===== config.mk =====
export PLATFORM = sky130hd
export DESIGN_NAME = pipeCore
export DESIGN_NICKNAME = d
export VERILOG_FILES = /design/src/verilog/isaPkg.sv /design/src/verilog/pipePkg.sv /design/src/verilog/instrDecoder.sv /design/src/verilog/regFile.sv /design/src/verilog/barrelShifter.sv /design/src/verilog/alu.sv /design/src/verilog/forwardUnit.sv /design/src/verilog/pipeCore.sv
export VERILOG_INCLUDE_DIRS = /design/src /design/src/verilog
export SDC_FILE = /design/constraint.sdc
export NUM_CORES = 2
export LEC_CHECK = 0
export BUFFER_PORTS_ARGS = -buffer_cell sky130_fd_sc_hd__buf_2
export CAP_MARGIN = 10
export CORE_MARGIN = 3
export CORE_UTILIZATION = 35
export CTS_CLUSTER_SIZE = 24
export DETAILED_ROUTE_END_ITERATION = 10
export PLACE_DENSITY_LB_ADDON = 0.08
export SLEW_MARGIN = 0
export SYNTH_ARGS = -nofsm -noshare
export SYNTH_HDL_FRONTEND = slang
export SYNTH_SLANG_ARGS = --single-unit

===== constraint.sdc =====
create_clock -name clk -period 12.3 [get_ports clk]
set_input_delay 1.23 -clock clk [delete_from_list [all_inputs] [get_ports clk]]
set_output_delay 1.23 -clock clk [all_outputs]
set_load 0.05 [all_outputs]

===== src/verilog/core_params.svh =====
`ifndef CORE_PARAMS_SVH
`define CORE_PARAMS_SVH

`define CORE_DATA_WIDTH 32     // Data word
`define CORE_REG_ADDR_WIDTH 4  // Register index
`define CORE_NUM_REGS 16
`define CORE_FLAGS_WIDTH 4     // NZCV
`define CORE_IMM_WIDTH 12      // Zero-extended immediate
`define CORE_SHAMT_WIDTH 5

// Instruction field positions
`define CORE_I_BIT 25          // Immediate select
`define CORE_OPC_MSB 24
`define CORE_OPC_LSB 21
`define CORE_S_BIT 20          // Set flags
`define CORE_RN_MSB 19
`define CORE_RN_LSB 16
`define CORE_RD_MSB 15
`define CORE_RD_LSB 12
`define CORE_SHAMT_MSB 11
`define CORE_SHAMT_LSB 7
`define CORE_SHTYPE_MSB 6
`define CORE_SHTYPE_LSB 5
`define CORE_RM_MSB 3
`define CORE_RM_LSB 0

`endif


===== src/verilog/isaPkg.sv =====
`include "core_params.svh"

package isaPkg;

  // Data-processing opcodes, ARM encoding
  typedef enum logic [`CORE_OPC_MSB-`CORE_OPC_LSB:0] {
    opAnd = 4'd0,
    opEor = 4'd1,
    opSub = 4'd2,
    opAdd = 4'd4,
    opAdc = 4'd5,
    opCmp = 4'd10,  // Flags only, no write
    opOrr = 4'd12,
    opMov = 4'd13
  } opcodeT;        // Other codes act as no-op

  // Shift applied to the register operand
  typedef enum logic [`CORE_SHTYPE_MSB-`CORE_SHTYPE_LSB:0] {
    shLsl = 2'd0,
    shLsr = 2'd1,
    shAsr = 2'd2,
    shRor = 2'd3
  } shiftT;

  // Bit positions inside the NZCV word
  localparam int flagN = 3;
  localparam int flagZ = 2;
  localparam int flagC = 1;
  localparam int flagV = 0;

endpackage


===== src/verilog/pipePkg.sv =====
`include "core_params.svh"

package pipePkg;

  typedef logic [`CORE_DATA_WIDTH-1:0] wordT;

  typedef logic [`CORE_REG_ADDR_WIDTH-1:0] regAddrT;

  // Operand source in execute
  // Order matches the classic three-way bypass mux
  typedef enum logic [1:0] {
    fwdReg = 2'd0,  // Value read in decode
    fwdW   = 2'd1,  // Writeback result
    fwdM   = 2'd2   // Memory stage result, newest
  } fwdSelT;

endpackage


===== src/verilog/instrDecoder.sv =====
`timescale 1ns/1ps

`include "core_params.svh"

module instrDecoder (
  input  pipePkg::wordT                instr,
  output isaPkg::opcodeT               opcode,
  output logic                         setFlags,  // Effective flag update
  output logic                         useImm,
  output logic                         regWrite,  // Rd is written
  output pipePkg::regAddrT             rn,
  output pipePkg::regAddrT             rm,
  output pipePkg::regAddrT             rd,
  output pipePkg::wordT                imm,
  output logic [`CORE_SHAMT_WIDTH-1:0] shamt,
  output isaPkg::shiftT                shiftType
);

  logic sBit;
  logic isCmp;
  logic known;  // One of the eight supported opcodes

  // Plain field cuts
  assign opcode    = isaPkg::opcodeT'(instr[`CORE_OPC_MSB:`CORE_OPC_LSB]);
  assign sBit      = instr[`CORE_S_BIT];
  assign useImm    = instr[`CORE_I_BIT];
  assign rn        = instr[`CORE_RN_MSB:`CORE_RN_LSB];
  assign rd        = instr[`CORE_RD_MSB:`CORE_RD_LSB];
  assign rm        = instr[`CORE_RM_MSB:`CORE_RM_LSB];
  assign shamt     = instr[`CORE_SHAMT_MSB:`CORE_SHAMT_LSB];
  assign shiftType = isaPkg::shiftT'(instr[`CORE_SHTYPE_MSB:`CORE_SHTYPE_LSB]);

  // Immediate is zero-extended, no rotation
  assign imm = {{(`CORE_DATA_WIDTH - `CORE_IMM_WIDTH){1'b0}}, instr[`CORE_IMM_WIDTH-1:0]};

  // Writing opcodes; CMP and unknown codes fall to default
  always_comb begin
    case (opcode)
      isaPkg::opAnd, isaPkg::opEor, isaPkg::opSub, isaPkg::opAdd,
      isaPkg::opAdc, isaPkg::opOrr, isaPkg::opMov: regWrite = 1'b1;
      default:                                     regWrite = 1'b0;
    endcase
  end

  assign isCmp = (opcode == isaPkg::opCmp);
  assign known = regWrite | isCmp;

  // CMP always sets flags, the rest only with S
  assign setFlags = known & (sBit | isCmp);

endmodule


===== src/verilog/regFile.sv =====
`timescale 1ns/1ps

`include "core_params.svh"

module regFile (
  input  logic             clk,
  input  logic             rstN,
  input  pipePkg::regAddrT ra1,
  input  pipePkg::regAddrT ra2,
  input  logic             we,
  input  pipePkg::regAddrT wa,
  input  pipePkg::wordT    wd,
  output pipePkg::wordT    rd1,
  output pipePkg::wordT    rd2
);

  pipePkg::wordT regs [`CORE_NUM_REGS];

  logic hit1;  // Port 1 reads the register being written
  logic hit2;

  always_ff @(posedge clk or negedge rstN) begin
    if (!rstN) begin
      for (int i = 0; i < `CORE_NUM_REGS; i++) begin
        regs[i] <= '0;
      end
    end else if (we) begin
      regs[wa] <= wd;
    end
  end

  // Write-through so decode sees the writeback of the same cycle
  assign hit1 = we && (wa == ra1);
  assign hit2 = we && (wa == ra2);

  assign rd1 = hit1 ? wd : regs[ra1];
  assign rd2 = hit2 ? wd : regs[ra2];

endmodule


===== src/verilog/barrelShifter.sv =====
`timescale 1ns/1ps

`include "core_params.svh"

module barrelShifter (
  input  pipePkg::wordT                value,
  input  logic [`CORE_SHAMT_WIDTH-1:0] shamt,
  input  isaPkg::shiftT                shiftType,
  output pipePkg::wordT                shifted
);

  logic [2*`CORE_DATA_WIDTH-1:0] doubled;  // Value beside itself for rotation
  logic [2*`CORE_DATA_WIDTH-1:0] rotated;

  assign doubled = {value, value};
  assign rotated = doubled >> shamt;

  // Amount 0 leaves the operand as is for every type
  always_comb begin
    case (shiftType)
      isaPkg::shLsl: shifted = value << shamt;
      isaPkg::shLsr: shifted = value >> shamt;
      isaPkg::shAsr: shifted = $signed(value) >>> shamt;   // Sign bit fills in
      default:       shifted = rotated[`CORE_DATA_WIDTH-1:0];  // ROR
    endcase
  end

endmodule


===== src/verilog/alu.sv =====
`timescale 1ns/1ps

`include "core_params.svh"

module alu (
  input  pipePkg::wordT                a,
  input  pipePkg::wordT                b,
  input  isaPkg::opcodeT               opcode,
  input  logic                         carryIn,
  input  logic                         overflowIn,  // Current V, kept by logical ops
  output pipePkg::wordT                result,
  output logic [`CORE_FLAGS_WIDTH-1:0] newFlags
);

  logic                       isSub;  // SUB or CMP
  logic                       isArith;
  pipePkg::wordT              bOp;    // b, inverted when subtracting
  logic                       cin;
  logic [`CORE_DATA_WIDTH:0]  sum;    // Carry in the top bit

  assign isSub = (opcode == isaPkg::opSub) || (opcode == isaPkg::opCmp);

  always_comb begin
    case (opcode)
      isaPkg::opSub, isaPkg::opAdd,
      isaPkg::opAdc, isaPkg::opCmp: isArith = 1'b1;
      default:                      isArith = 1'b0;
    endcase
  end

  // a - b done as a + ~b + 1, so carry out is the inverted borrow
  assign bOp = isSub ? ~b : b;
  assign cin = isSub ? 1'b1 : ((opcode == isaPkg::opAdc) ? carryIn : 1'b0);
  assign sum = {1'b0, a} + {1'b0, bOp} + {{`CORE_DATA_WIDTH{1'b0}}, cin};

  always_comb begin
    case (opcode)
      isaPkg::opAnd: result = a & b;
      isaPkg::opEor: result = a ^ b;
      isaPkg::opOrr: result = a | b;
      isaPkg::opMov: result = b;
      isaPkg::opSub, isaPkg::opAdd,
      isaPkg::opAdc, isaPkg::opCmp: result = sum[`CORE_DATA_WIDTH-1:0];
      default:       result = '0;  // No-op
    endcase
  end

  assign newFlags[isaPkg::flagN] = result[`CORE_DATA_WIDTH-1];
  assign newFlags[isaPkg::flagZ] = (result == '0);
  assign newFlags[isaPkg::flagC] = isArith ? sum[`CORE_DATA_WIDTH] : carryIn;

  // Overflow when both inputs share a sign the sum does not
  assign newFlags[isaPkg::flagV] = isArith ?
      ((a[`CORE_DATA_WIDTH-1] == bOp[`CORE_DATA_WIDTH-1]) &&
       (sum[`CORE_DATA_WIDTH-1] != a[`CORE_DATA_WIDTH-1])) :
      overflowIn;

endmodule


===== src/verilog/forwardUnit.sv =====
`timescale 1ns/1ps

module forwardUnit (
  input  pipePkg::regAddrT rnE,
  input  pipePkg::regAddrT rmE,
  input  pipePkg::regAddrT rdM,
  input  logic             writeM,  // Valid and writing
  input  pipePkg::regAddrT rdW,
  input  logic             writeW,
  output pipePkg::fwdSelT  fwdA,
  output pipePkg::fwdSelT  fwdB
);

  logic matchAM;  // Rn hits M
  logic matchAW;
  logic matchBM;  // Rm hits M
  logic matchBW;

  assign matchAM = writeM && (rdM == rnE);
  assign matchAW = writeW && (rdW == rnE);
  assign matchBM = writeM && (rdM == rmE);
  assign matchBW = writeW && (rdW == rmE);

  // M is younger than W, so it wins a double hit
  always_comb begin
    if (matchAM)
      fwdA = pipePkg::fwdM;
    else if (matchAW)
      fwdA = pipePkg::fwdW;
    else
      fwdA = pipePkg::fwdReg;  // Register file, write-through included
  end

  always_comb begin
    if (matchBM)
      fwdB = pipePkg::fwdM;
    else if (matchBW)
      fwdB = pipePkg::fwdW;
    else
      fwdB = pipePkg::fwdReg;
  end

  // Older producers are already in the register file

endmodule


===== src/verilog/pipeCore.sv =====
`timescale 1ns/1ps

`include "core_params.svh"

module pipeCore (
  input  logic                         clk,
  input  logic                         rstN,
  input  logic                         instrValid,  // One-cycle strobe per instruction
  input  pipePkg::wordT                instr,
  output logic                         wbValid,
  output pipePkg::regAddrT             wbReg,
  output pipePkg::wordT                wbData,
  output logic [`CORE_FLAGS_WIDTH-1:0] flags       // Architectural NZCV
);

  // Decode stage
  pipePkg::wordT                instrD;
  logic                         validD;
  isaPkg::opcodeT               opcodeD;
  logic                         setFlagsD, useImmD, regWriteD;
  pipePkg::regAddrT             rnD, rmD, rdD;
  pipePkg::wordT                immD, rd1D, rd2D;
  logic [`CORE_SHAMT_WIDTH-1:0] shamtD;
  isaPkg::shiftT                shiftTypeD;

  // Execute stage
  logic                         validE, setFlagsE, regWriteE;
  isaPkg::opcodeT               opcodeE;
  logic                         useImmE;
  pipePkg::regAddrT             rnE, rmE, rdE;
  pipePkg::wordT                immE, rd1E, rd2E;
  logic [`CORE_SHAMT_WIDTH-1:0] shamtE;
  isaPkg::shiftT                shiftTypeE;
  pipePkg::fwdSelT              fwdA, fwdB;
  pipePkg::wordT                srcA, srcRm, shiftedRm, srcB, resultE;
  logic [`CORE_FLAGS_WIDTH-1:0] newFlags;

  // M and W stages, write bits carry the valid
  logic                         writeM, writeW;
  pipePkg::regAddrT             rdM, rdW;
  pipePkg::wordT                resultM, resultW;

  // Bypass select, same for both operands
  function automatic pipePkg::wordT fwdMux(input pipePkg::fwdSelT sel,
                                           input pipePkg::wordT regVal,
                                           input pipePkg::wordT wVal,
                                           input pipePkg::wordT mVal);
    case (sel)
      pipePkg::fwdM: return mVal;
      pipePkg::fwdW: return wVal;
      default:       return regVal;
    endcase
  endfunction

  // Valid bits and write enables
  always_ff @(posedge clk or negedge rstN) begin
    if (!rstN) begin
      validD    <= 1'b0;
      validE    <= 1'b0;
      setFlagsE <= 1'b0;
      regWriteE <= 1'b0;
      writeM    <= 1'b0;
      writeW    <= 1'b0;
    end else begin
      validD    <= instrValid;
      validE    <= validD;               // Bubble when D was empty
      setFlagsE <= validD & setFlagsD;
      regWriteE <= validD & regWriteD;
      writeM    <= validE & regWriteE;
      writeW    <= writeM;
    end
  end

  // Payload registers
  always_ff @(posedge clk) begin
    if (instrValid) instrD <= instr;
    opcodeE    <= opcodeD;
    useImmE    <= useImmD;
    rnE        <= rnD;
    rmE        <= rmD;
    rdE        <= rdD;
    immE       <= immD;
    shamtE     <= shamtD;
    shiftTypeE <= shiftTypeD;
    rd1E       <= rd1D;
    rd2E       <= rd2D;
    resultM    <= resultE;
    rdM        <= rdE;
    resultW    <= resultM;
    rdW        <= rdM;
  end

  instrDecoder decoder (
    .instr(instrD), .opcode(opcodeD), .setFlags(setFlagsD), .useImm(useImmD),
    .regWrite(regWriteD), .rn(rnD), .rm(rmD), .rd(rdD), .imm(immD),
    .shamt(shamtD), .shiftType(shiftTypeD)
  );

  // Written from W, read in D
  regFile regs (
    .clk(clk), .rstN(rstN), .ra1(rnD), .ra2(rmD),
    .we(writeW), .wa(rdW), .wd(resultW), .rd1(rd1D), .rd2(rd2D)
  );

  forwardUnit fwd (
    .rnE(rnE), .rmE(rmE), .rdM(rdM), .writeM(writeM),
    .rdW(rdW), .writeW(writeW), .fwdA(fwdA), .fwdB(fwdB)
  );

  assign srcA  = fwdMux(fwdA, rd1E, resultW, resultM);
  assign srcRm = fwdMux(fwdB, rd2E, resultW, resultM);  // Forwarded before the shift

  barrelShifter shifter (
    .value(srcRm), .shamt(shamtE), .shiftType(shiftTypeE), .shifted(shiftedRm)
  );

  assign srcB = useImmE ? immE : shiftedRm;

  alu aluUnit (
    .a(srcA), .b(srcB), .opcode(opcodeE),
    .carryIn(flags[isaPkg::flagC]), .overflowIn(flags[isaPkg::flagV]),
    .result(resultE), .newFlags(newFlags)
  );

  // Flags load as the instruction leaves E, next E sees them
  always_ff @(posedge clk or negedge rstN) begin
    if (!rstN)
      flags <= '0;
    else if (setFlagsE)
      flags <= newFlags;
  end

  assign wbValid = writeW;
  assign wbReg   = rdW;
  assign wbData  = resultW;

endmodule


==> run_results.csv <==
group,metric,value,unit
synthesis,yosys_warnings,0,
global_route,grt_overflow_total,0,
synthesis,synth-seq-area-share,38.9,%
floorplan,ios,76,
clock_tree,post_cts_buffers,0,
power_and_ir_drop,intPower,4.73,mW
clock_tree,root_buffer,"clkbuf_16",
floorplan,die_y,360,microns
synthesis,syn-num-nets,3772,
clock_tree,clockBufferDepth,3,
global_route,grt_pass1_wl,276,mm
outcome,status,"finished, final reports clean",
sta,worst_slew_pin_slew,1280,ps
power_and_ir_drop,p_sw_share,33.1,%
critical_path,end_kind,"register",
power_and_ir_drop,powerDensity,143,mW/mm^2
clock_tree,cts_tree,"yes",
power_and_ir_drop,ir_drop,0.100,mV
power_and_ir_drop,p_clk_share,38.8,%
synthesis,synth.cell_area,0.0439,sq mm
synthesis,synthArstFlopShare,73.6,%
floorplan,core_area,0.124,sq mm
sta,setup_tns,0,ps
global_route,grt_pass1_vias,35200,
synthesis,synth-edff-count,26,
critical_path,regToRegSetupSlack,2560,ps
power_and_ir_drop,pwr-share-comb,22.5,%
placement,io_buffers,69,
synthesis,synth_cell_types,92,
power_and_ir_drop,sequentialPowerShare,38.7,%
floorplan,die_area,0.130,sq mm
sta,setup_viol,0,
synthesis,syn_avg_cell_area,12.0,sq um
critical_path,cp.arrival,10360,ps
critical_path,critical_path.max_fanout,28,
sta,fin_crit_sh,79.2,%
cells_and_area,drive_gt1_share,38.0,%
synthesis,ys_seq_elements,709,
sta,hold_viol,0,
sta,rsz0062_at_grt,"false",
critical_path,path_class,"reg -> reg",
global_route,grt_usage,29.7,%
routing,viasPerCell,6.41,
clock_tree,ctsResizeCount,0,
clock_tree,path_clk_slew,70,ps
critical_path,cp-start-kind,"register",
floorplan,initial_core_util,35.3,%
synthesis,syn_inst,3640,
min_path,worst_hold_path_type,"reg -> reg",
critical_path,cp.required,12920,ps
global_route,antenna_found_initial,4,
sta,maxSlewHeadroom,14.1,%
routing,postRouteWirelength,196,mm
sta,slew_violations,0,
placement,pre_cts_slack,2900,ps
routing,drtIter0Drc,3370,
cells_and_area,area_growth,12.8,%
clock_tree,htreeDepth,3,
sta,period_needed,9740,ps
sta,setup_slack,2560,ps
job,cap_violations,0,
floorplan,rows,129,
routing,wl_per_cell,36.7,microns
global_route,grt_max_degree,136,
routing,drc_errors,0,
synthesis,ys.flop_type,"dfrtp_1",
routing,final_antenna_net_count,0,
sta,hold_ws,325,ps
cells_and_area,final_nets,3755,
clock_tree,cts_sinks,709,
clock_tree,cts_buffers,86,
power_and_ir_drop,switching_power,2.33,mW
clock_tree,cts_hold_buf,0,
sta,clock_skew,37.4,ps
routing,firstDrtPassIters,5,
power_and_ir_drop,p_total,7.06,mW
placement,place.detailed.hpwl,135,mm
routing,vias,34200,
sta,fmax,103,MHz
floorplan,die_w,360,microns
placement,place.gp.congestion,0.984,
power_and_ir_drop,p_leak,20.8,nW
clock_tree,clock_latency,720,ps
-- worst max-delay path: stages (launching register included) --
cell	delay [ps]
dfxtp_1	700
xnor2_1	220
nand3_2	640
o21ai_0	790
a31oi_1	200
nor4_2	1060
o21ai_0	440
nor4b_1	790
a211oi_1	180
nand3_1	190
a21boi_0	390
xnor2_1	120
ha_1	350
and4_1	200
a221o_1	380
a31o_2	260
and4_1	230
o31ai_1	450
o21ai_0	220
o31a_1	300
o21ai_0	210
nand2b_1	140
xnor2_1	170
o221ai_1	180
or4_1	580
o41ai_2	210
-- layer usage --
| layer | global-route usage [%] | wire length [microns] | vias to the layer above |
|---|---|---|---|
| met5 | 0 | 0 | - |
| met4 | 12.7 | 9670 | 0 |
| met3 | 5.78 | 12900 | 324 |
| met2 | 46.3 | 88300 | 1375 |
| met1 | 40.4 | 84900 | 18300 |
| li1 | - | - | 14200 |
-- cell families (layout without fill, tap and decap cells) --
logic type | count (synthesis) | after routing | share of synthesized area [%]
compound gates | 748 | 748 | 12.0
xor+xnor | 78 | 78 | 1.56
fa+ha+maj | 97 | 97 | 2.80
buf+inv | 427 | 482 | 3.90
flops | 709 | 709 | 38.9
mux | 1010 | 1010 | 34.7
other cells | 0 | 4 | 0
simple gates | 571 | 571 | 6.17
-- stage by stage --
step | std cells | util (%) | cell area, sq um
final | 5336 | 39.8 | 49500
after global routing | 5332 | 39.8 | 49400
after CTS | 5330 | 39.8 | 49400
after detailed placement | 5170 | 37.4 | 46400
after global placement | 5170 | 37.4 | 46400
after floorplan | 3640 | - | 43900
-- cells in the mapped netlist (all sizes together) (34+ instances only) --
| cell | instances | area, sq um |
|---|---|---|
| a211oi | 40 | 300 |
| nor2 | 146 | 548 |
| a22oi | 64 | 480 |
| a31oi | 50 | 338 |
| nor3 | 66 | 340 |
| a21oi | 88 | 440 |
| a221oi | 34 | 298 |
| inv | 81 | 304 |
| nand2 | 168 | 631 |
| dfrtp | 522 | 13100 |
| buf | 98 | 477 |
| ha | 95 | 1190 |
| mux2 | 590 | 6640 |
| nand3 | 56 | 285 |
| o22ai | 48 | 300 |
| dfxtp | 161 | 3220 |
| xnor2 | 53 | 464 |
| mux4 | 347 | 7820 |
| clkbuf | 244 | 916 |
| mux2i | 73 | 738 |
| o21ai | 154 | 786 |
-- flip-flops by register name, summed over array words and instances (netlist names), 3 cells and up --
| register | cells |
|---|---|
| flags | 4 |
| immE | 3 |
| instrD | 26 |
| opcodeE | 4 |
| rd1E | 32 |
| rd2E | 32 |
| rdE | 4 |
| rdM | 4 |
| regs.regs | 512 |
| resultM | 32 |
| rmE | 3 |
| rnE | 4 |
| shamtE | 5 |
| wbData | 32 |
| wbReg | 4 |
-- power by group through the flow --
stage | registers, mW | clock network (mW) | logic, mW
4_1_cts | 2.73 | 2.81 | 1.57
6_report | 2.73 | 2.74 | 1.59
3_5_place_dp | 2.77 | 0 | 1.56
3_3_place_gp | 2.75 | 0 | 1.56
2_1_floorplan | 2.70 | 0 | 0.947
5_1_grt | 2.75 | 2.91 | 1.66
-- path summary, 6_finish.rpt --
| kind | to | startpoint | depth (start not counted) |
|---|---|---|---|
| max | flags[2]$_DFFE_PN0P_ | wbReg[0]$_DFF_P_ | 25 |
| min | rdM[0]$_DFF_P_ | rdE[0]$_DFF_P_ | 0 |
| max reg2reg | flags[2]$_DFFE_PN0P_ | wbReg[0]$_DFF_P_ | 25 |
| min reg2reg | rdM[0]$_DFF_P_ | rdE[0]$_DFF_P_ | 0 |
| max in group asynchronous | regs.regs[395]$_DFFE_PN0P_ | rstN | 4 |
| min in group asynchronous | flags[2]$_DFFE_PN0P_ | rstN | 1 |
-- cells in the final DEF (no fill, tap or decap), types with 87 or more instances in the layout --
| cell type | synthesis | routed |
|---|---|---|
| clkbuf_16 | 0 | 88 |
| nand2_1 | 168 | 167 |
| o21ai_0 | 129 | 129 |
| mux4_2 | 347 | 347 |
| dfrtp_1 | 522 | 522 |
| a21oi_1 | 88 | 87 |
| buf_4 | 5 | 163 |
| ha_1 | 95 | 95 |
| dfxtp_1 | 161 | 157 |
| mux2_2 | 590 | 590 |
| nor2_1 | 146 | 132 |
-- cell type report --
| class | instances | area (sq um) |
|---|---|---|
| diodes | 4 | 10.0 |
| fillers | 11700 | 74700 |
| inverters | 85 | 319 |
| clock buffers | 108 | 2380 |
| flip-flops and latches | 709 | 17100 |
| clock inverters | 52 | 662 |
| well taps | 1637 | 2050 |
| multi-input cells | 2504 | 25300 |
| repair buffers | 237 | 1650 |
Power figures use the tool's default switching activity.
